`config.mk`:
```
export PLATFORM = sky130hd
export DESIGN_NAME = wb4_wait_cfg
export DESIGN_NICKNAME = d
export VERILOG_FILES = /design/src/wb_pkg.sv /design/src/wb4_wait_cfg.sv
export SDC_FILE = /design/constraint.sdc
export NUM_CORES = 1
export LEC_CHECK = 0
export ABC_CLOCK_PERIOD_IN_PS = 2280
export BUFFER_PORTS_ARGS = -buffer_cell sky130_fd_sc_hd__clkbuf_2
export CAP_MARGIN = 20
export CORE_AREA = 2 2 39 41
export CTS_CLUSTER_DIAMETER = 60
export DETAILED_ROUTE_END_ITERATION = 12
export DIE_AREA = 0 0 41 43
export GPL_ROUTABILITY_DRIVEN = 0
export PLACE_DENSITY = 0.45
export REMOVE_ABC_BUFFERS = 1
export SLEW_MARGIN = 5
export SYNTH_ARGS = -nofsm -noshare
export SYNTH_HDL_FRONTEND = slang
export SYNTH_SLANG_ARGS = --single-unit
export TNS_END_PERCENT = 1
```
`constraint.sdc`:
```
create_clock -name clk_i -period 2.28 [get_ports clk_i]
set_input_delay 0 -clock clk_i [delete_from_list [all_inputs] [get_ports clk_i]]
set_output_delay 0 -clock clk_i [all_outputs]
set_load 0.01 [all_outputs]
```
`src/wb_pkg.sv`:
```
// wishbone and memory definitions

package wb_pkg;

	// byte address on the bus.
	localparam int WB_ADDR_W = 32;

	// memory depth in words.
	localparam int MEM_WORDS = 256;

	// word index width, taken from address bits above the byte offset.
	localparam int MEM_AW = 8;

	// width of the configured stall count.
	localparam int WAIT_W = 3;

endpackage

```
`src/wb4_wait_cfg.sv`:
```
// memory wait-state control
`timescale 1ns/100ps

module wb4_wait_cfg (
	input  logic                        clk_i,
	input  logic                        rst_i,

	input  logic                        cfg_we_i,
	input  logic [wb_pkg::WAIT_W-1:0]   cfg_wait_i,

	input  logic                        wb4_cyc_i,
	input  logic                        wb4_stb_i,
	output logic                        wb4_stall_o
);

	logic [wb_pkg::WAIT_W-1:0]   wait_q;
	logic [wb_pkg::WAIT_W-1:0]   cnt_q;
	logic                        req_q; // request seen, not yet accepted.
	logic                        new_req;

	assign new_req = wb4_cyc_i && wb4_stb_i && !req_q;

	// first stall cycle comes straight from the register.
	assign wb4_stall_o = (cnt_q != '0) || (new_req && wait_q != '0);

	always_ff @(posedge clk_i) begin
		if (rst_i) begin
			wait_q <= '0;
			cnt_q  <= '0;
			req_q  <= 1'b0;
		end else begin
			if (cfg_we_i)
				wait_q <= cfg_wait_i;

			if (new_req && wait_q != '0)
				cnt_q <= wait_q - 1'b1;
			else if (cnt_q != '0)
				cnt_q <= cnt_q - 1'b1;

			if (wb4_stb_i && !wb4_stall_o)
				req_q <= 1'b0;
			else if (new_req)
				req_q <= 1'b1;
		end
	end

endmodule

```
==> results.sh, run 1 <==
export IMPL_cts_buffer_depth=2
export IMPL_boundaryPins=9
export IMPL_crit_path_start_kind="flip-flop"
export IMPL_final_util=0.362
export IMPL_timing_final_max_slew_violations=0
export IMPL_antenna_diode_instance_count=0
export IMPL_grt_start_max_net_pins=10
export IMPL_die_width_um=41
export IMPL_ys_top_cells_by_area="sky130_fd_sc_hd__dfxtp_1, sky130_fd_sc_hd__mux2i_1, sky130_fd_sc_hd__nand3b_4"
export IMPL_worstReg2RegStart="req_q$_SDFFE_PP0P_"
export IMPL_synth_top_area_share=0.365
export IMPL_dr_total_vias=344
export IMPL_postSynth_asyncResetShare=0
export IMPL_finish_net_count=65
export IMPL_dieArea_um2=1760
export IMPL_synth_seq_cells=7
export IMPL_total_power_mw=0.500
export IMPL_critical_path_top_delay_family="simple AND/OR/NAND/NOR gates"
export IMPL_max_freq_mhz=528
export IMPL_yosys_most_used_dff="sky130_fd_sc_hd__dfxtp_1"
export IMPL_finalHoldViolCount=0
export IMPL_synth_edff_count=0
export IMPL_period_share=0.831
export IMPL_critical_path_cell_chain="nand3b_4 -> or2_1 -> mux2i_1 -> ha_1 -> nand2b_1 -> a2111oi_0 -> a211o_1"
export IMPL_postRouteWirelength_um=743
export IMPL_fin_area_um2=500
export IMPL_largest_family_of_logic_cells_by_synthesized_area="simple AND/OR/NAND/NOR gates"
export IMPL_die_height_um=43
export IMPL_drt_pass1_iter_count=4
export IMPL_postCtsSetupRepairBufs=0
export IMPL_clock_root_buffer="sky130_fd_sc_hd__clkbuf_4"
export IMPL_grt_overflow=0
export IMPL_area_growth_synth_to_final_pct=30.3
export IMPL_endpoint_kind="flip-flop"
export IMPL_clock_insertion_delay_worst_skew_ns=0.26
export IMPL_netlist_instances=40
export IMPL_rrSetupSlack_ns=0.39
export IMPL_crit_slowest_cell="sky130_fd_sc_hd__a2111oi_0"
export IMPL_r2r_cells=7
export IMPL_run_status="finished, final reports clean"
export IMPL_ys_warn_count=0
export IMPL_fraction_of_the_mapped_netlist_area_in_compound_gates=0.189
export IMPL_antenna_violation_net_count_after_detailed_routing=0
export IMPL_postPlaceCellArea_um2=444
export IMPL_setup_violations_final=0
export IMPL_yosys_area_share_xor_xnor=0
export IMPL_path_max_fanout=6
export IMPL_grt_pass1_vias=338
export IMPL_syn_avg_cell_area_um2=9.60
export IMPL_final_setup_skew_ns=0.00156
export IMPL_cts_clk_slew_worst_paths_ns=0.05
export IMPL_total_routing_usage_reported_by_global_routing=0.113
export IMPL_power_density_of_the_placed_cells_nw_per_um2=1000
export IMPL_grt_setup_unrepaired="no"
export IMPL_cp_depth=7
export IMPL_most_frequent_cells_in_the_layout="sky130_fd_sc_hd__clkbuf_2, sky130_fd_sc_hd__dfxtp_1, sky130_fd_sc_hd__mux2i_1, sky130_fd_sc_hd__nor2_1"
export IMPL_antenna_found_initial=0
export IMPL_synth_area_mux_share=0.104
export IMPL_half_perimeter_wire_length_after_placement_um=530
export IMPL_max_cap_viol_count=0
export IMPL_leakagePower_nw=0.235
export IMPL_synthDominantAreaCellType="sky130_fd_sc_hd__dfxtp_1"
export IMPL_cts_sinks=7
export IMPL_fin_crit_ns=1.89
export IMPL_max_vdd_ir_drop_uv=320
export IMPL_hold_path_class="in2reg"
export IMPL_avgRoutedWirePerCell_um=10.5
export IMPL_worst_hold_path_endpoint="req_q$_SDFFE_PP0P_"
export IMPL_totalNegativeSetupSlack_ns=0
export IMPL_min_from="wb4_stb_i"
export IMPL_drt_iter0_markers=8
export IMPL_tritoncts_num_buffers=3
export IMPL_synth_simple_area_share=0.251
export IMPL_slowest_delay_ns=0.39
export IMPL_worst_slew_pin_transition_ns=0.406
export IMPL_global_route_wire_length_before_repair_um=1300
export IMPL_r2r_end="cnt_q[2]$_SDFFE_PP0P_"
export IMPL_min_path_cells=2
export IMPL_crit_buf_inv=0
export IMPL_count_of_different_cell_masters_after_synthesis=22
export IMPL_fillers=153
export IMPL_initial_core_util=0.278
export IMPL_placement_io_buffers=8
export IMPL_mostFrequentLayoutCell="sky130_fd_sc_hd__clkbuf_2"
export IMPL_row_count=14
export IMPL_cp_arrival_ns=2.10
export IMPL_synth_seq_area_share=0.365
export IMPL_mappedNetlistArea_um2=384
export IMPL_path_class="reg2reg"
export IMPL_cts_max_level=1
export IMPL_drcViolationCount=0
export IMPL_yosys_area_share_adder=0.0326
export IMPL_worstPathRequired_ns=2.48
export IMPL_floorplan_core_area_um2=1380
export IMPL_via_to_cell_ratio=4.85
export IMPL_tritoncts_clock_tree="done"
export IMPL_timing_slew_headroom=0.722
export IMPL_share_of_post_route_cells_with_drive_strength_above_1=0.291
-- state kept, by name (all words and copies together), names as in the netlist --
name,flops
wait_q,3
req_q,1
cnt_q,3
-- worst reg2reg max path, stage by stage (launching register included) --
cell and delay, ns:
sky130_fd_sc_hd__dfxtp_1 0.31, sky130_fd_sc_hd__nand3b_4 0.18, sky130_fd_sc_hd__or2_1 0.30, sky130_fd_sc_hd__mux2i_1 0.14, sky130_fd_sc_hd__ha_1 0.23, sky130_fd_sc_hd__nand2b_1 0.15
sky130_fd_sc_hd__a2111oi_0 0.39, sky130_fd_sc_hd__a211o_1 0.16
-- worst max path at each step --
stage | start | endpoint | slack, ns
after global placement | req_q$_SDFFE_PP0P_ | cnt_q[2]$_SDFFE_PP0P_ | 0.37
after global routing | wait_q[0]$_SDFFE_PP0P_ | cnt_q[2]$_SDFFE_PP0P_ | 0.20
after detailed placement | req_q$_SDFFE_PP0P_ | cnt_q[2]$_SDFFE_PP0P_ | 0.40
final | req_q$_SDFFE_PP0P_ | cnt_q[2]$_SDFFE_PP0P_ | 0.39
after CTS | req_q$_SDFFE_PP0P_ | cnt_q[2]$_SDFFE_PP0P_ | 0.37
after floorplan | wait_q[1]$_SDFFE_PP0P_ | cnt_q[2]$_SDFFE_PP0P_ | 0.40
-- cell families after synthesis --
kind of cell | Yosys count
DFF | 7
buffers and inverters | 4
AOI/OAI and AO/OA | 9
and+or+nand+nor | 15
muxes | 4
adders and majority gates | 1
-- routing by layer --
layer  GRT usage  up-vias  wire, µm
li1            -      176         -
met4      0.0800        0        20
met1       0.134      155       342
met3      0.0314        2        42
met2       0.166       11       337
met5           0        -         0
-- final cells by class --
type                    instances  area (µm²)  share of cell area
clock buffers                   4        26.3              0.0525
inverters                       2        7.51              0.0150
multi-input cells              29         221               0.442
flip-flops and latches          7         140               0.280
well taps                      16        20.0              0.0400
repair buffers                 13        85.1               0.170
-- Yosys cell counts (all sizes together) (2+ instances only) --
| master | count |
|---|---|
| a21oi | 3 |
| dfxtp | 7 |
| inv | 2 |
| mux2i | 4 |
| nand2b | 2 |
| nor2 | 4 |
| nor3 | 2 |
| nor3b | 2 |
| or3 | 2 |
-- power breakdown --
group | total [mW] | internal (mW) | switching (mW)
Combinational | 0.204 | 0.108 | 0.0967
Sequential | 0.178 | 0.154 | 0.0236
Clock | 0.118 | 0.0671 | 0.0507
Total | 0.500 | 0.329 | 0.171
-- repair_timing --
item	CTS	global route
endpoints found under the setup margin	0	0
resized for setup	0	0
hold buffers	3	0
endpoints found under the hold margin	3	0
-- stage by stage --
step / cells / hold WS (ns) / worst slack [ns]
5_1_grt: 71 / 0.0409 / 0.196
3_5_place_dp: 64 / 0.243 / 0.396
2_1_floorplan: 38 / 0.0679 / 0.398
3_3_place_gp: 64 / 0.234 / 0.367
6_report: 71 / 0.0196 / 0.385
4_1_cts: 71 / 0.0207 / 0.371
(Power assumes the default switching activity.)
==> run 2, diff against run 1 <==
--- a/config.mk
+++ b/config.mk
@@ -5,7 +5,7 @@
 export SDC_FILE = /design/constraint.sdc
 export NUM_CORES = 1
 export LEC_CHECK = 0
-export ABC_CLOCK_PERIOD_IN_PS = 2280
+export ABC_CLOCK_PERIOD_IN_PS = 1900
 export BUFFER_PORTS_ARGS = -buffer_cell sky130_fd_sc_hd__clkbuf_2
 export CAP_MARGIN = 20
 export CORE_AREA = 2 2 39 41
==> constraint.sdc (replaced) <==
create_clock -name clk_i -period 1.9 [get_ports clk_i]
set_input_delay 0 -clock clk_i [delete_from_list [all_inputs] [get_ports clk_i]]
set_output_delay 0 -clock clk_i [all_outputs]
set_load 0.01 [all_outputs]
==> results.sh, run 2 (same netlist as run 1, synthesis figures left out) <==
export IMPL_leakagePower_nw=0.250
export IMPL_largest_registers="cnt_q (3), wait_q (3), req_q (1)"
export IMPL_share_of_post_route_cells_with_drive_strength_above_1=0.379
export IMPL_grt_overflow=0
export IMPL_endpoint_kind="flip-flop"
export IMPL_antenna_violation_net_count_after_detailed_routing=0
export IMPL_min_path_cells=2
export IMPL_cp_depth=7
export IMPL_row_count=14
export IMPL_cts_max_level=1
export IMPL_grt_start_max_net_pins=10
export IMPL_die_height_um=43
export IMPL_half_perimeter_wire_length_after_placement_um=571
export IMPL_path_max_fanout=4
export IMPL_worstReg2RegStart="wait_q[1]$_SDFFE_PP0P_"
export IMPL_worst_slew_pin_transition_ns=0.401
export IMPL_r2r_end="cnt_q[2]$_SDFFE_PP0P_"
export IMPL_setup_violations_final=0
export IMPL_final_util=0.388
export IMPL_avgRoutedWirePerCell_um=10.8
export IMPL_clock_root_buffer="sky130_fd_sc_hd__clkbuf_4"
export IMPL_rrSetupSlack_ns=0.12
export IMPL_finish_net_count=68
export IMPL_r2r_cells=7
export IMPL_crit_path_start_kind="flip-flop"
export IMPL_finalHoldViolCount=0
export IMPL_drcViolationCount=0
export IMPL_fin_crit_ns=1.78
export IMPL_global_route_wire_length_before_repair_um=1350
export IMPL_dieArea_um2=1760
export IMPL_worstPathRequired_ns=2.10
export IMPL_register_area_um2=140
export IMPL_final_setup_skew_ns=0.00436
export IMPL_max_vdd_ir_drop_uv=379
export IMPL_tritoncts_clock_tree="done"
export IMPL_dr_total_vias=359
export IMPL_die_width_um=41
export IMPL_hold_path_class="in2reg"
export IMPL_worst_hold_path_endpoint="req_q$_SDFFE_PP0P_"
export IMPL_max_cap_viol_count=0
export IMPL_power_density_of_the_placed_cells_nw_per_um2=1150
export IMPL_total_routing_usage_reported_by_global_routing=0.119
export IMPL_placement_io_buffers=8
export IMPL_postRouteWirelength_um=797
export IMPL_clock_insertion_delay_worst_skew_ns=0.25
export IMPL_via_to_cell_ratio=4.85
export IMPL_run_status="finished, final reports clean"
export IMPL_fillers=153
export IMPL_path_class="reg2reg"
export IMPL_tritoncts_num_buffers=3
export IMPL_area_of_the_multi_input_gates_um2=235
export IMPL_slowest_delay_ns=0.35
export IMPL_grt_pass1_vias=332
export IMPL_area_growth_synth_to_final_pct=39.7
export IMPL_crit_buf_inv=0
export IMPL_boundaryPins=9
export IMPL_floorplan_core_area_um2=1380
export IMPL_groute_layer_met1_usage=0.156
export IMPL_mostFrequentLayoutCell="sky130_fd_sc_hd__clkbuf_2"
export IMPL_grt_util_met2=0.153
export IMPL_grt_met3_usage=0.0471
export IMPL_cts_clk_slew_worst_paths_ns=0.06
export IMPL_critical_path_top_delay_family="compound AO/OA/AOI/OAI gates"
export IMPL_critical_path_cell_chain="nor3_2 -> or2_1 -> mux2i_1 -> ha_2 -> nand2b_1 -> a2111oi_2 -> a211o_1"
export IMPL_crit_slowest_cell="sky130_fd_sc_hd__a2111oi_2"
export IMPL_period_share=0.935
export IMPL_antenna_found_initial=0
export IMPL_min_from="wb4_stb_i"
export IMPL_timing_slew_headroom=0.731
export IMPL_initial_core_util=0.278
export IMPL_cp_arrival_ns=1.98
export IMPL_most_frequent_cells_in_the_layout="sky130_fd_sc_hd__clkbuf_2, sky130_fd_sc_hd__dfxtp_1, sky130_fd_sc_hd__buf_4"
export IMPL_drt_iter0_markers=7
export IMPL_drt_pass1_iter_count=4
export IMPL_hold_slack_ns=0.0306
export IMPL_max_freq_mhz=563
export IMPL_cts_buffer_depth=2
export IMPL_timing_final_max_slew_violations=0
export IMPL_cts_sinks=7
export IMPL_antenna_diode_instance_count=0
export IMPL_gr_max_usage_layer="met1"
## run 2: changes by cell type in the layout (fill, tap and decap cells not counted)
cell                        before  now
sky130_fd_sc_hd__nor3_1          2    1
sky130_fd_sc_hd__a2111oi_2       0    1
sky130_fd_sc_hd__a2111oi_0       1    0
sky130_fd_sc_hd__ha_2            0    1
sky130_fd_sc_hd__ha_1            1    0
sky130_fd_sc_hd__buf_4           2    5
sky130_fd_sc_hd__nor3_2          0    1
## run 2: through the flow
stage,cells,power [mW],setup WS (ns),TNS (ns),area (µm²)
floorplan,38,0.390,0.0178,0,369
global placement,66,0.467,-0.00364,-0.00364,459
detailed placement,66,0.465,0.0358,0,459
CTS,73,0.611,0.00585,0,515
global route,74,0.674,-0.0106,-0.0106,537
finish,74,0.619,0.124,0,537
## run 2: routing by layer
metal,up-vias,routed length (µm)
met5,-,0
met4,0,4
met3,2,46
met2,14,350
met1,161,396
li1,182,-
## run 2: how the worst max path moves through the flow
stage	slack, ns	end	from
after global placement	-0.004	cnt_q[2]$_SDFFE_PP0P_	wait_q[1]$_SDFFE_PP0P_
final	0.12	cnt_q[2]$_SDFFE_PP0P_	wait_q[1]$_SDFFE_PP0P_
after CTS	0.006	cnt_q[2]$_SDFFE_PP0P_	wait_q[1]$_SDFFE_PP0P_
after floorplan	0.02	cnt_q[2]$_SDFFE_PP0P_	wait_q[1]$_SDFFE_PP0P_
after detailed placement	0.04	cnt_q[2]$_SDFFE_PP0P_	wait_q[1]$_SDFFE_PP0P_
after global routing	-0.01	cnt_q[2]$_SDFFE_PP0P_	wait_q[1]$_SDFFE_PP0P_
## run 2: final cells by class
class | instances | area share
inverters | 2 | 0.0140
clock buffers | 4 | 0.0490
flip-flops and latches | 7 | 0.261
repair buffers | 16 | 0.200
multi-input cells | 29 | 0.438
well taps | 16 | 0.0373
## run 2: repair_timing
item | in CTS | in global routing
hold buffers | 3 | 0
gates resized for setup | 0 | 4
endpoints found under the setup margin | 0 | 1
endpoints found under the hold margin | 3 | 0
setup buffers | 0 | 1
## run 2: where the power goes
part	internal (mW)	switching [mW]	total, mW
clock	0.0804	0.0580	0.138
sequential	0.185	0.0269	0.212
combinational	0.140	0.128	0.268
