**src/pi1_pkg.sv**
```systemverilog
// processor port definitions
// operation codes and word widths

package pi1_pkg;

	// data path width.
	localparam int ARCH_W = 32;

	// byte lanes per word.
	localparam int SEL_W = ARCH_W / 8;

	// byte offset bits below the word address.
	localparam int OFF_W = 2;

	// word address width.
	localparam int ADDR_W = ARCH_W - OFF_W;

	// pi1 operation codes, as driven on pi1_op_i.
	typedef enum logic [1:0] {
		PI1_NOP = 2'b00,
		PI1_WR  = 2'b01,
		PI1_RD  = 2'b10,
		PI1_RW  = 2'b11 // swap, returns old word.
	} pi1_op_e;

endpackage

```
**src/wb_pkg.sv**
```systemverilog
// wishbone and memory definitions

package wb_pkg;

	// byte address on the bus.
	localparam int WB_ADDR_W = 32;

	// memory depth in words.
	localparam int MEM_WORDS = 256;

	// word index width, taken from address bits above the byte offset.
	localparam int MEM_AW = 8;

	// width of the configured stall count.
	localparam int WAIT_W = 3;

endpackage

```
**src/pi1_to_wb4.sv**
```systemverilog
// pi1 to wishbone b4 bridge
`timescale 1ns/100ps

module pi1_to_wb4 (
	input  logic                            clk_i,
	input  logic                            rst_i,

	input  pi1_pkg::pi1_op_e                pi1_op_i,
	input  logic [pi1_pkg::ADDR_W-1:0]      pi1_addr_i,
	input  logic [pi1_pkg::ARCH_W-1:0]      pi1_data_i,
	input  logic [pi1_pkg::SEL_W-1:0]       pi1_sel_i,
	output logic [pi1_pkg::ARCH_W-1:0]      pi1_data_o,
	output logic                            pi1_rdy_o,

	output logic                            wb4_cyc_o,
	output logic                            wb4_stb_o,
	output logic                            wb4_we_o,
	output logic [wb_pkg::WB_ADDR_W-1:0]    wb4_addr_o,
	output logic [pi1_pkg::ARCH_W-1:0]      wb4_data_o,
	output logic [pi1_pkg::SEL_W-1:0]       wb4_sel_o,
	input  logic                            wb4_stall_i,
	input  logic                            wb4_ack_i,
	input  logic [pi1_pkg::ARCH_W-1:0]      wb4_data_i
);

	logic                            wr_pending;
	pi1_pkg::pi1_op_e                op_hold;
	logic [pi1_pkg::ARCH_W-1:0]      rd_hold;
	logic [pi1_pkg::OFF_W-1:0]       byte_off;
	logic [wb_pkg::WB_ADDR_W-1:0]    byte_addr;
	logic                            done_ack;

	// lowest set select bit gives the byte offset.
	always_comb begin
		byte_off = '0;
		for (int i = pi1_pkg::SEL_W - 1; i >= 0; i--) begin
			if (pi1_sel_i[i])
				byte_off = pi1_pkg::OFF_W'(i);
		end
	end

	assign byte_addr = {pi1_addr_i, byte_off};

	// ack that finishes the operation, not the read half of a swap.
	assign done_ack = !wr_pending && wb4_ack_i;

	assign pi1_rdy_o = !wb4_cyc_o || done_ack;

	assign pi1_data_o = (op_hold == pi1_pkg::PI1_RW) ? rd_hold : wb4_data_i;

	always_ff @(posedge clk_i) begin
		if (rst_i) begin
			wb4_cyc_o  <= 1'b0;
			wb4_stb_o  <= 1'b0;
			wb4_we_o   <= 1'b0;
			wr_pending <= 1'b0;
			op_hold    <= pi1_pkg::PI1_NOP;
		end else if (pi1_rdy_o) begin
			op_hold <= pi1_op_i;
			case (pi1_op_i)
				pi1_pkg::PI1_WR: begin
					wb4_cyc_o <= 1'b1;
					wb4_stb_o <= 1'b1;
					wb4_we_o  <= 1'b1;
				end
				pi1_pkg::PI1_RD: begin
					wb4_cyc_o <= 1'b1;
					wb4_stb_o <= 1'b1;
					wb4_we_o  <= 1'b0;
				end
				pi1_pkg::PI1_RW: begin
					wb4_cyc_o  <= 1'b1;
					wb4_stb_o  <= 1'b1;
					wb4_we_o   <= 1'b0; // read half first.
					wr_pending <= 1'b1;
				end
				default: begin
					wb4_cyc_o <= 1'b0;
					wb4_stb_o <= 1'b0;
					wb4_we_o  <= 1'b0;
				end
			endcase
		end else if (wr_pending && wb4_ack_i) begin
			// old word is in, issue the write half.
			wb4_stb_o  <= 1'b1;
			wb4_we_o   <= 1'b1;
			wr_pending <= 1'b0;
		end else if (!wb4_stall_i) begin
			wb4_stb_o <= 1'b0; // request accepted.
		end
	end

	// request payload, steady until the next operation.
	always_ff @(posedge clk_i) begin
		if (pi1_rdy_o) begin
			wb4_addr_o <= byte_addr;
			wb4_data_o <= pi1_data_i;
			wb4_sel_o  <= pi1_sel_i;
		end
		if (wr_pending && wb4_ack_i)
			rd_hold <= wb4_data_i;
	end

endmodule

```
**config.mk**
```make
export PLATFORM = sky130hd
export DESIGN_NAME = pi1_to_wb4
export DESIGN_NICKNAME = d
export VERILOG_FILES = /design/src/pi1_pkg.sv /design/src/wb_pkg.sv /design/src/pi1_to_wb4.sv
export SDC_FILE = /design/constraint.sdc
export NUM_CORES = 1
export LEC_CHECK = 0
export BUFFER_PORTS_ARGS = -buffer_cell sky130_fd_sc_hd__buf_2
export CORE_MARGIN = 3
export CORE_UTILIZATION = 48
export CTS_CLUSTER_SIZE = 28
export DETAILED_ROUTE_END_ITERATION = 16
export GPL_ROUTABILITY_DRIVEN = 0
export HOLD_SLACK_MARGIN = 0.15
export PLACE_DENSITY_LB_ADDON = 0.2
export SETUP_SLACK_MARGIN = 0.4
export SYNTH_ARGS = -nofsm -noshare
export SYNTH_HDL_FRONTEND = slang
export SYNTH_SLANG_ARGS = --single-unit
```
**constraint.sdc**
```tcl
create_clock -name clk_i -period 4.8 [get_ports clk_i]
set_clock_uncertainty 0.1 [all_clocks]
set_input_delay 0.48 -clock clk_i [delete_from_list [all_inputs] [get_ports clk_i]]
set_output_delay 0.48 -clock clk_i [all_outputs]
set_load 0.02 [all_outputs]
```
==> metrics.yaml, run 1 <==
status: "completed"
combPwrFrac_pct: 13.8
antenna_found_initial: 0
cts_resized: 0
drt-pass1-iter-count: 4
path_delay_family: "buffers and inverters"
synth-seq-cells: 106
min_period_ns: 2.45
setup-violations-final: 0
whs_endpoint: "wb4_addr_o[21]$_DFFE_PP_"
port_buffers: 207
cp_max_fo: 38
post-cts-setup-buffers: 0
p_per_area_nw_per_um2: 369
layout_setup_ws_ns: 2.35
syn_area_per_cell_um2: 22.7
synth.most_common_cell: "edfxtp_1"
synth_edf_count: 100
ios: 208
path_clk_slew_ns: 0.10
slowest_delay_ns: 0.53
yosys-top-cells-area: "edfxtp_1, mux2_4, dfxtp_1, buf_12, mux2_2"
fin_setup_tns_ns: 0
finalCritPeriodShare_pct: 51.0
cts_made_buffers: 9
avgViaCountPerCell: 4.78
drv_cap: 0
critical_path_arrival_ns: 1.87
leakagePower_uw: 0.00233
dominantRegCellSynth: "edfxtp_1"
hold_viol: 0
syn2layout_area_growth_pct: 34.5
grt_use_total_pct: 18.1
use_met3_pct: 9.39
postCtsHoldBufs: 0
drc: 0
rows: 31
grt_use_met1_pct: 17.9
core_um2: 7490
slew_violations: 0
cts.sinks: 106
die_area_um2: 9060
clock_power_share_pct: 28.6
synthXorXnorAreaFrac_pct: 0
nFillCells: 533
max_slew_margin_pct: 50.9
crit_slowest_cell: "inv_2"
total_power_uw: 1890
cp-start-kind: "flip-flop"
grt_first_pass_wirelength_mm: 12.1
yosysWarnings: 0
grt_pass1_vias: 2497
dp_hpwl_mm: 6.23
ys_seq_area_share_pct: 81.8
async_reset_ff_share_pct: 0
num_antenna_cells: 0
grt_max_degree: 39
synth_fa_ha_area_share_pct: 0
switching_share_pct: 24.8
synth_compound_area_share_pct: 1.51
worst_slew_pin_slew_ns: 0.735
yosysTopAreaCellShare_pct: 78.6
cts_tree: "built"
criticalPathCategory: "flip-flop to output port"
drt_iter0_markers: 100
whs_path_depth: 1
min_from: "pi1_addr_i[19]"
worst_r2r_path_depth: 4
p_sw_uw: 470
worst_ep_required_time_ns: 4.22
synth_mux_area_share_pct: 12.4
r2r_slack_ns: 2.62
seqPwrFrac_pct: 57.6
crit_buf_inv: 2
wl_per_cell_um: 16.4
r2r_start: "wr_pending$_SDFFE_PP0P_"
cp-end-kind: "output port"
path_cells: "nand2b_4 -> and2_4 -> inv_2 -> buf_2"
postSynthCellCount: 168
synth_top_family_by_area: "multiplexers"
htreeDepth: 3
clock_path_buffers: 2
die_height_um: 95.2
rsz0062_at_grt: "false"
dr_total_vias: 2339
fin_nets: 489
met2_usage_pct: 31.8
die_w_um: 95.2
cts_root_buffer: "clkbuf_8"
syn_area_um2: 3820
dpl_worst_slack_ns: 2.45
r2r_end: "wb4_data_o[9]$_DFFE_PP_"
max_freq_ghz: 0.409
fin_hold_ws_ns: 0.188
wirelength_mm: 8.04
syn-num-nets: 272
busiest_layer: "met2"
p_int_uw: 1420
synth_simple_gate_area_share_pct: 2.49
synth_cell_types: 22
multi_input_area_um2: 626
ir_drop_mv: 0.251
clock_latency_ns: 0.36
gr-total-overflow: 0
yosys.area.top_type: "edfxtp_1"
antenna_left: 0
drive_gt1_share_pct: 66.9
hold_class: "input pin to flip-flop"
ys_top_cells_by_count: "edfxtp_1, mux2_4, dfxtp_1"
register_area_um2: 3120
initial_core_util_pct: 51.0
-- sequential cells by signal (all words and copies together), names as in the netlist --
| register | cells |
|---|---|
| wb4_data_o | 32 |
| wr_pending | 1 |
| wb4_addr_o | 32 |
| wb4_sel_o | 4 |
| rd_hold | 32 |
| op_hold | 2 |
| wb4_stb_o | 1 |
| wb4_we_o | 1 |
| wb4_cyc_o | 1 |
-- cell families after synthesis --
| group | Yosys count |
|---|---|
| and+or+nand+nor | 15 |
| DFF | 106 |
| AOI/OAI and AO/OA | 9 |
| buffers and inverters | 6 |
| muxes | 32 |
-- placed cells by master, fill, tap and decap left out, types with 2 or more instances in the layout --
cell / Yosys / final
nand2b_1: 2 / 2
nand2_1: 2 / 2
edfxtp_1: 100 / 100
dfxtp_1: 6 / 6
a21oi_1: 4 / 4
clkbuf_8: 0 / 9
nand4_1: 2 / 2
clkinv_4: 0 / 3
inv_1: 2 / 2
mux2_4: 30 / 30
o21ai_0: 2 / 2
buf_2: 0 / 207
nor2_1: 3 / 3
buf_4: 0 / 2
mux2_2: 2 / 2
-- layout make-up --
type | count | area share (%)
clock buffer | 9 | 2.41
clock inverter | 7 | 1.53
inverter | 3 | 0.219
multi-input combinational | 56 | 12.2
sequential | 106 | 60.8
tap | 99 | 2.41
timing repair buffer | 209 | 20.5
-- power by group through the flow --
stage	registers (uW)	logic [uW]	clock network (uW)
6_report	1090	261	542
5_1_grt	1100	280	599
4_1_cts	1090	265	562
3_5_place_dp	1110	264	0
3_3_place_gp	1110	260	0
2_1_floorplan	1180	83.3	0
-- stage by stage --
step	utilization [%]	std cells	area, um2
2_1_floorplan	-	168	3820
3_3_place_gp	65.9	473	4930
3_5_place_dp	65.9	473	4930
4_1_cts	68.6	489	5140
5_1_grt	68.6	489	5140
6_report	68.6	489	5140
-- metal layers --
metal / share of wire [%] / vias up / wire, um
met3: 13 / 16 / 1010
met4: 2.1 / 0 / 166
met5: 0 / - / 0
met2: 52 / 132 / 4200
met1: 33 / 1096 / 2660
li1: - / 1095 / -
-- worst max-delay path by stage --
stage	endpoint	cells after the start	startpoint	slack, ns
after global placement	wb4_addr_o[14]$_DFFE_PP_	5	wb4_ack_i	2.48
after CTS	pi1_rdy_o	4	wr_pending$_SDFFE_PP0P_	2.34
final	pi1_rdy_o	4	wr_pending$_SDFFE_PP0P_	2.35
after floorplan	pi1_rdy_o	3	wb4_ack_i	2.71
after detailed placement	wb4_data_o[26]$_DFFE_PP_	5	wb4_ack_i	2.45
after global routing	pi1_rdy_o	4	wr_pending$_SDFFE_PP0P_	2.21
No activity file was read; power rests on OpenSTA's default activity.
==> inputs of run 2 (changes only) <==
Settings changed: CORE_UTILIZATION 48 to 40.
Clock period 4.8 ns to 2 ns, I/O delays scaled along.
==> run 2 against run 1 <==
Final area increased by 29%; wire length grew 38%; non-clock buffer count increased by 118; largest cell class unchanged; combinational power grew to 3.4 times the previous value; global-route usage rose by 2.0 points; total power grew to 2.5 times the previous value; flip-flop and latch count is the same.
==> metrics.yaml, run 2 (synthesized netlist as in run 1, its figures left out) <==
criticalPathCategory: "flip-flop to output port"
grt_use_total_pct: 20.1
layout_setup_ws_ns: 0.239
core_um2: 9240
dp_hpwl_mm: 6.30
critical_path_arrival_ns: 1.46
nFillCells: 564
min_period_ns: 1.76
cts_made_buffers: 9
ir_drop_mv: 0.501
antenna_found_initial: 0
layout_common_cells: "buf_2, dlygate4sd3_1, edfxtp_1"
worst_ep_required_time_ns: 1.70
die_height_um: 104
crit_buf_inv: 2
grt_first_pass_wirelength_mm: 16.7
hold_class: "input pin to flip-flop"
worst_slew_pin_slew_ns: 0.402
die_w_um: 104
final_common_cell: "buf_2"
wirelength_mm: 11.1
utilization_pct: 71.6
fin_setup_tns_ns: 0
setup-violations-final: 0
clock_latency_ns: 0.35
antenna_left: 0
drive_gt1_share_pct: 54.9
syn2layout_area_growth_pct: 73.1
crit_slowest_cell: "dfxtp_4"
leakagePower_uw: 0.00294
max_slew_margin_pct: 73.2
htreeDepth: 3
rsz0062_at_grt: "true"
max_freq_ghz: 0.568
num_antenna_cells: 0
slowest_delay_ns: 0.41
place_inst: 508
instances_no_fill: 639
cts_root_buffer: "clkbuf_8"
drc: 0
cts_tree: "built"
grt_max_degree: 33
drv_cap: 0
die_area_um2: 10800
avgViaCountPerCell: 4.50
slew_violations: 0
path_cells: "nand2_8 -> clkbuf_16 -> mux2_4 -> buf_6"
dr_total_vias: 2874
fin_nets: 609
ios: 208
port_buffers: 207
clock_path_buffers: 2
dpl_worst_slack_ns: 0.424
rows: 35
drt_iter0_markers: 120
hold_viol: 0
top_regs: "rd_hold: 32 flops, wb4_addr_o: 32 flops, wb4_data_o: 32 flops"
finalCritPeriodShare_pct: 88.0
wl_per_cell_um: 17.3
status: "completed"
grt_pass1_vias: 3091
cp_max_fo: 5
total_power_uw: 4800
gr-total-overflow: 0
drt-pass1-iter-count: 4
path_clk_slew_ns: 0.11
cp-end-kind: "output port"
path_delay_family: "flip-flops"
p_per_area_nw_per_um2: 727
cts.sinks: 106
cp-start-kind: "flip-flop"
initial_core_util_pct: 41.3
[run 2: cell count changes in the layout (fill, tap and decap cells not counted), moves of 3 or more]
cell / before / now
dfxtp_1: 6 / 3
buf_2: 207 / 178
buf_4: 2 / 10
inv_6: 0 / 4
dlygate4sd3_1: 0 / 105
buf_12: 0 / 3
buf_6: 0 / 30
[run 2: tightest hold or removal path: cells and delay by family]
| family | cells | cell delay (ns) |
|---|---|---|
| and+or+nand+nor | 1 | 0.14 |
| AOI/OAI and AO/OA | 1 | 0.18 |
| buffers and inverters | 1 | 0.13 |
[run 2: per-layer routing]
metal	vias up	wire length [um]	GRT usage, %	share of wire [%]
met3	20	837	6.04	7.6
met4	0	250	7.60	2.3
met1	1371	4170	22.6	38
met2	147	5810	36.1	53
met5	-	0	0	0
li1	1336	-	-	-
[run 2: path summary, 6_finish.rpt]
kind	from	endpoint	slack, ns	cells after the start
worst min-delay path	wb4_ack_i	wb4_we_o$_SDFFE_PP0P_	0.22	3
worst max register to register	wr_pending$_SDFFE_PP0P_	wr_pending$_SDFFE_PP0P_	0.54	3
worst max-delay path	op_hold[1]$_SDFFE_PP0P_	pi1_data_o[7]	0.24	4
worst min register to register	wb4_stb_o$_SDFFE_PP0P_	wb4_stb_o$_SDFFE_PP0P_	0.45	2
[run 2: per-stage QoR]
step                area [um2]  hold WS [ns]
global placement          5050         0.276
CTS                       6460         0.192
detailed placement        5050         0.278
floorplan                 3820         0.169
global route              6610         0.229
finish                    6610         0.222
[run 2: area by class of cell]
class	instances	area, um2	share of cell area (%)
Clock inverter	7	71.3	1.08
Timing Repair inverter	1	8.76	0.132
Sequential cell	106	3130	47.4
Clock buffer	9	124	1.87
Multi-Input combinational cell	57	651	9.84
Inverter	3	23.8	0.360
Timing Repair Buffer	327	2440	36.9
Tap cell	129	161	2.44
[run 2: timing repair]
item	4_1_cts	5_1_grt
endpoints found under the setup margin	33	33
hold buffers	105	0
pin swaps	1	2
cloned	1	2
hold endpoints to repair	106	0
setup buffers	6	1
gates resized for setup	34	35
[run 2: power by group]
group | switching (uW) | internal (uW)
clock | 789 | 487
sequential | 50.1 | 2580
combinational | 446 | 452
total | 1290 | 3520
==> inputs of run 3 (changes only) <==
Settings changed: CORE_ASPECT_RATIO from default to 2.
==> run 3 against run 2 <==
The run now fails in clock tree synthesis; synthesized cell count unchanged; synthesized area unchanged.
==> metrics.yaml, run 3 <==
cts_root_buffer: "clkbuf_16"
yosysTopAreaCellShare_pct: 78.6
die_height_um: 144
initial_core_util_pct: 41.8
dpl_worst_slack_ns: 0.398
htreeDepth: 3
stop_stage: "clock tree synthesis"
syn_area_um2: 3820
clock_path_buffers: 2
synth_fa_ha_area_share_pct: 0
cts_made_buffers: 9
cts_resized: 80
async_reset_ff_share_pct: 0
synth-seq-cells: 106
synth_edf_count: 100
syn_area_per_cell_um2: 22.7
post-cts-setup-buffers: 8
synth_mux_area_share_pct: 12.4
cts.sinks: 106
syn-num-nets: 272
error_line: "[ERROR RSZ-0060] Max buffer count reached."
rows: 49
yosysWarnings: 0
status: "aborted with a tool error"
synthXorXnorAreaFrac_pct: 0
synth_compound_area_share_pct: 1.51
ys_seq_area_share_pct: 81.8
yosys.area.top_type: "edfxtp_1"
yosys-top-cells-area: "edfxtp_1, mux2_4, dfxtp_1, buf_12, mux2_2"
place_inst: 478
dp_hpwl_mm: 6.47
synth_cell_types: 22
postCtsHoldBufs: 102
ys_top_cells_by_count: "edfxtp_1, mux2_4, dfxtp_1"
synth_top_family_by_area: "multiplexers"
die_w_um: 75.1
dominantRegCellSynth: "edfxtp_1"
postSynthCellCount: 168
synth_simple_gate_area_share_pct: 2.49
ios: 208
port_buffers: 207
synth.most_common_cell: "edfxtp_1"
==> run 3: cells by family after synthesis <==
logic type | after synthesis
AOI/OAI and AO/OA | 9
buffers and inverters | 6
muxes | 32
and+or+nand+nor | 15
DFF | 106
==> run 3: through the flow <==
stage,instance area (um2),utilization (%)
after floorplan,3820,-
after global placement,4980,54.5
after detailed placement,4980,54.5
==> inputs of run 4 (changes only) <==
Settings changed: CORE_ASPECT_RATIO 2 to default, CTS_CLUSTER_SIZE 28 to default, HOLD_SLACK_MARGIN 0.15 to default, PLACE_DENSITY_LB_ADDON 0.2 to 0.15, SETUP_SLACK_MARGIN 0.4 to default.
Clock period 2 ns to 2.6 ns, I/O delays scaled along.
==> run 4 against run 3 <==
The flow now finishes without violations.
==> metrics.yaml, run 4 (synthesized netlist as in run 1, its figures left out) <==
status: "completed"
critical_path_arrival_ns: 1.73
slew_violations: 0
cts.sinks: 106
core_um2: 9240
path_cells: "nand2_4 -> mux2_2 -> buf_2"
grt_first_pass_wirelength_mm: 15.6
ios: 208
clock_path_buffers: 2
r2r_end: "wb4_addr_o[23]$_DFFE_PP_"
ir_drop_mv: 0.355
cts_tree: "built"
place_inst: 504
die_height_um: 104
grt_pass1_vias: 2970
total_power_uw: 3640
rsz0062_at_grt: "false"
gr-total-overflow: 0
cts_root_buffer: "clkbuf_8"
combPwrFrac_pct: 16.8
switching_share_pct: 25.0
whs_path_depth: 3
drt_iter0_markers: 149
cp-start-kind: "flip-flop"
postPlaceCellArea_um2: 4990
layout_common_cells: "buf_2, edfxtp_1, dlygate4sd3_1"
setup-violations-final: 0
wirelength_mm: 9.98
seqPwrFrac_pct: 55.3
clock_power_share_pct: 27.8
hold_viol: 0
utilization_pct: 66.9
wl_per_cell_um: 16.1
nFillCells: 649
postLayoutCellArea_um2: 6180
worst_ep_required_time_ns: 2.24
syn2layout_area_growth_pct: 61.9
drc: 0
max_slew_margin_pct: 60.6
dr_total_vias: 2706
r2r_start: "wr_pending$_SDFFE_PP0P_"
hold_class: "input pin to flip-flop"
final_common_cell: "buf_2"
p_int_uw: 2730
avgViaCountPerCell: 4.37
r2r_slack_ns: 0.84
initial_core_util_pct: 41.3
dp_hpwl_mm: 6.31
post-cts-setup-buffers: 0
htreeDepth: 3
p_per_area_nw_per_um2: 589
slowest_delay_ns: 0.45
cp_max_fo: 32
drive_gt1_share_pct: 53.5
worst_slew_pin_slew_ns: 0.591
die_area_um2: 10800
use_met3_pct: 6.67
whs_endpoint: "op_hold[1]$_SDFFE_PP0P_"
leakagePower_uw: 0.00275
met2_usage_pct: 32.3
top_regs: "rd_hold: 32 flops, wb4_addr_o: 32 flops, wb4_data_o: 32 flops"
grt_use_met1_pct: 20.8
fin_nets: 589
num_antenna_cells: 0
min_period_ns: 2.09
cts_made_buffers: 9
max_freq_ghz: 0.479
die_w_um: 104
rows: 35
drt-pass1-iter-count: 4
antenna_left: 0
p_sw_uw: 909
instances_no_fill: 619
min_from: "pi1_op_i[1]"
port_buffers: 207
crit_slowest_cell: "nand2_4"
finalCritPeriodShare_pct: 80.4
grt_max_degree: 37
antenna_found_initial: 0
criticalPathCategory: "flip-flop to output port"
fin_setup_tns_ns: 0
busiest_layer: "met2"
grt_use_total_pct: 18.7
path_clk_slew_ns: 0.11
worst_r2r_path_depth: 4
drv_cap: 0
cp-end-kind: "output port"
clock_latency_ns: 0.35
## run 4: timing repair
item	4_1_cts	5_1_grt
hold endpoints to repair	100	0
gates resized for setup	0	0
setup endpoints to repair	0	0
hold buffers	99	0
## run 4: final cells by class
class	count	area [um2]	area share, %
clock inverter	6	73.8	1.19
multi-input combinational	56	626	10.1
clock buffer	10	128	2.06
timing repair buffer	309	2060	33.3
inverter	3	11.3	0.182
tap	129	161	2.61
sequential	106	3120	50.5
## run 4: how the worst max path moves through the flow
stage	from	endpoint	cells after the start
global route	op_hold[1]$_SDFFE_PP0P_	pi1_data_o[30]	3
global placement	wr_pending$_SDFFE_PP0P_	wb4_addr_o[25]$_DFFE_PP_	4
detailed placement	wr_pending$_SDFFE_PP0P_	wb4_data_o[14]$_DFFE_PP_	4
floorplan	wr_pending$_SDFFE_PP0P_	wb4_addr_o[0]$_SDFFCE_PP0P_	3
finish	op_hold[1]$_SDFFE_PP0P_	pi1_data_o[30]	3
CTS	op_hold[1]$_SDFFE_PP0P_	pi1_data_o[30]	3
## run 4: power by group through the flow
stage          Clock, uW  Combinational, uW  Sequential (uW)
6_report            1010                613             2020
3_5_place_dp           0                495             2050
5_1_grt             1110                654             2030
4_1_cts             1050                609             2020
3_3_place_gp           0                491             2050
2_1_floorplan          0                154             2170
## run 4: metal layers
| layer | vias to the layer above | part of all wire [%] |
|---|---|---|
| li1 | 1292 | - |
| met1 | 1245 | 38 |
| met2 | 149 | 50 |
| met3 | 20 | 9.3 |
| met4 | 0 | 2.7 |
| met5 | - | 0 |
## run 4: metrics by stage
| stage | hold slack, ns | worst slack [ns] |
|---|---|---|
| global route | 0.0897 | 0.401 |
| floorplan | 0.229 | 0.672 |
| CTS | 0.0612 | 0.481 |
| detailed placement | 0.338 | 0.855 |
| global placement | 0.337 | 0.908 |
| finish | 0.0821 | 0.511 |
## run 4: critical path, delay by kind of cell (launching register included)
family,cells,cell delay (ns)
buffers and inverters,1,0.16
multiplexers,1,0.40
flip-flops,1,0.35
AND/OR/NAND/NOR,1,0.45
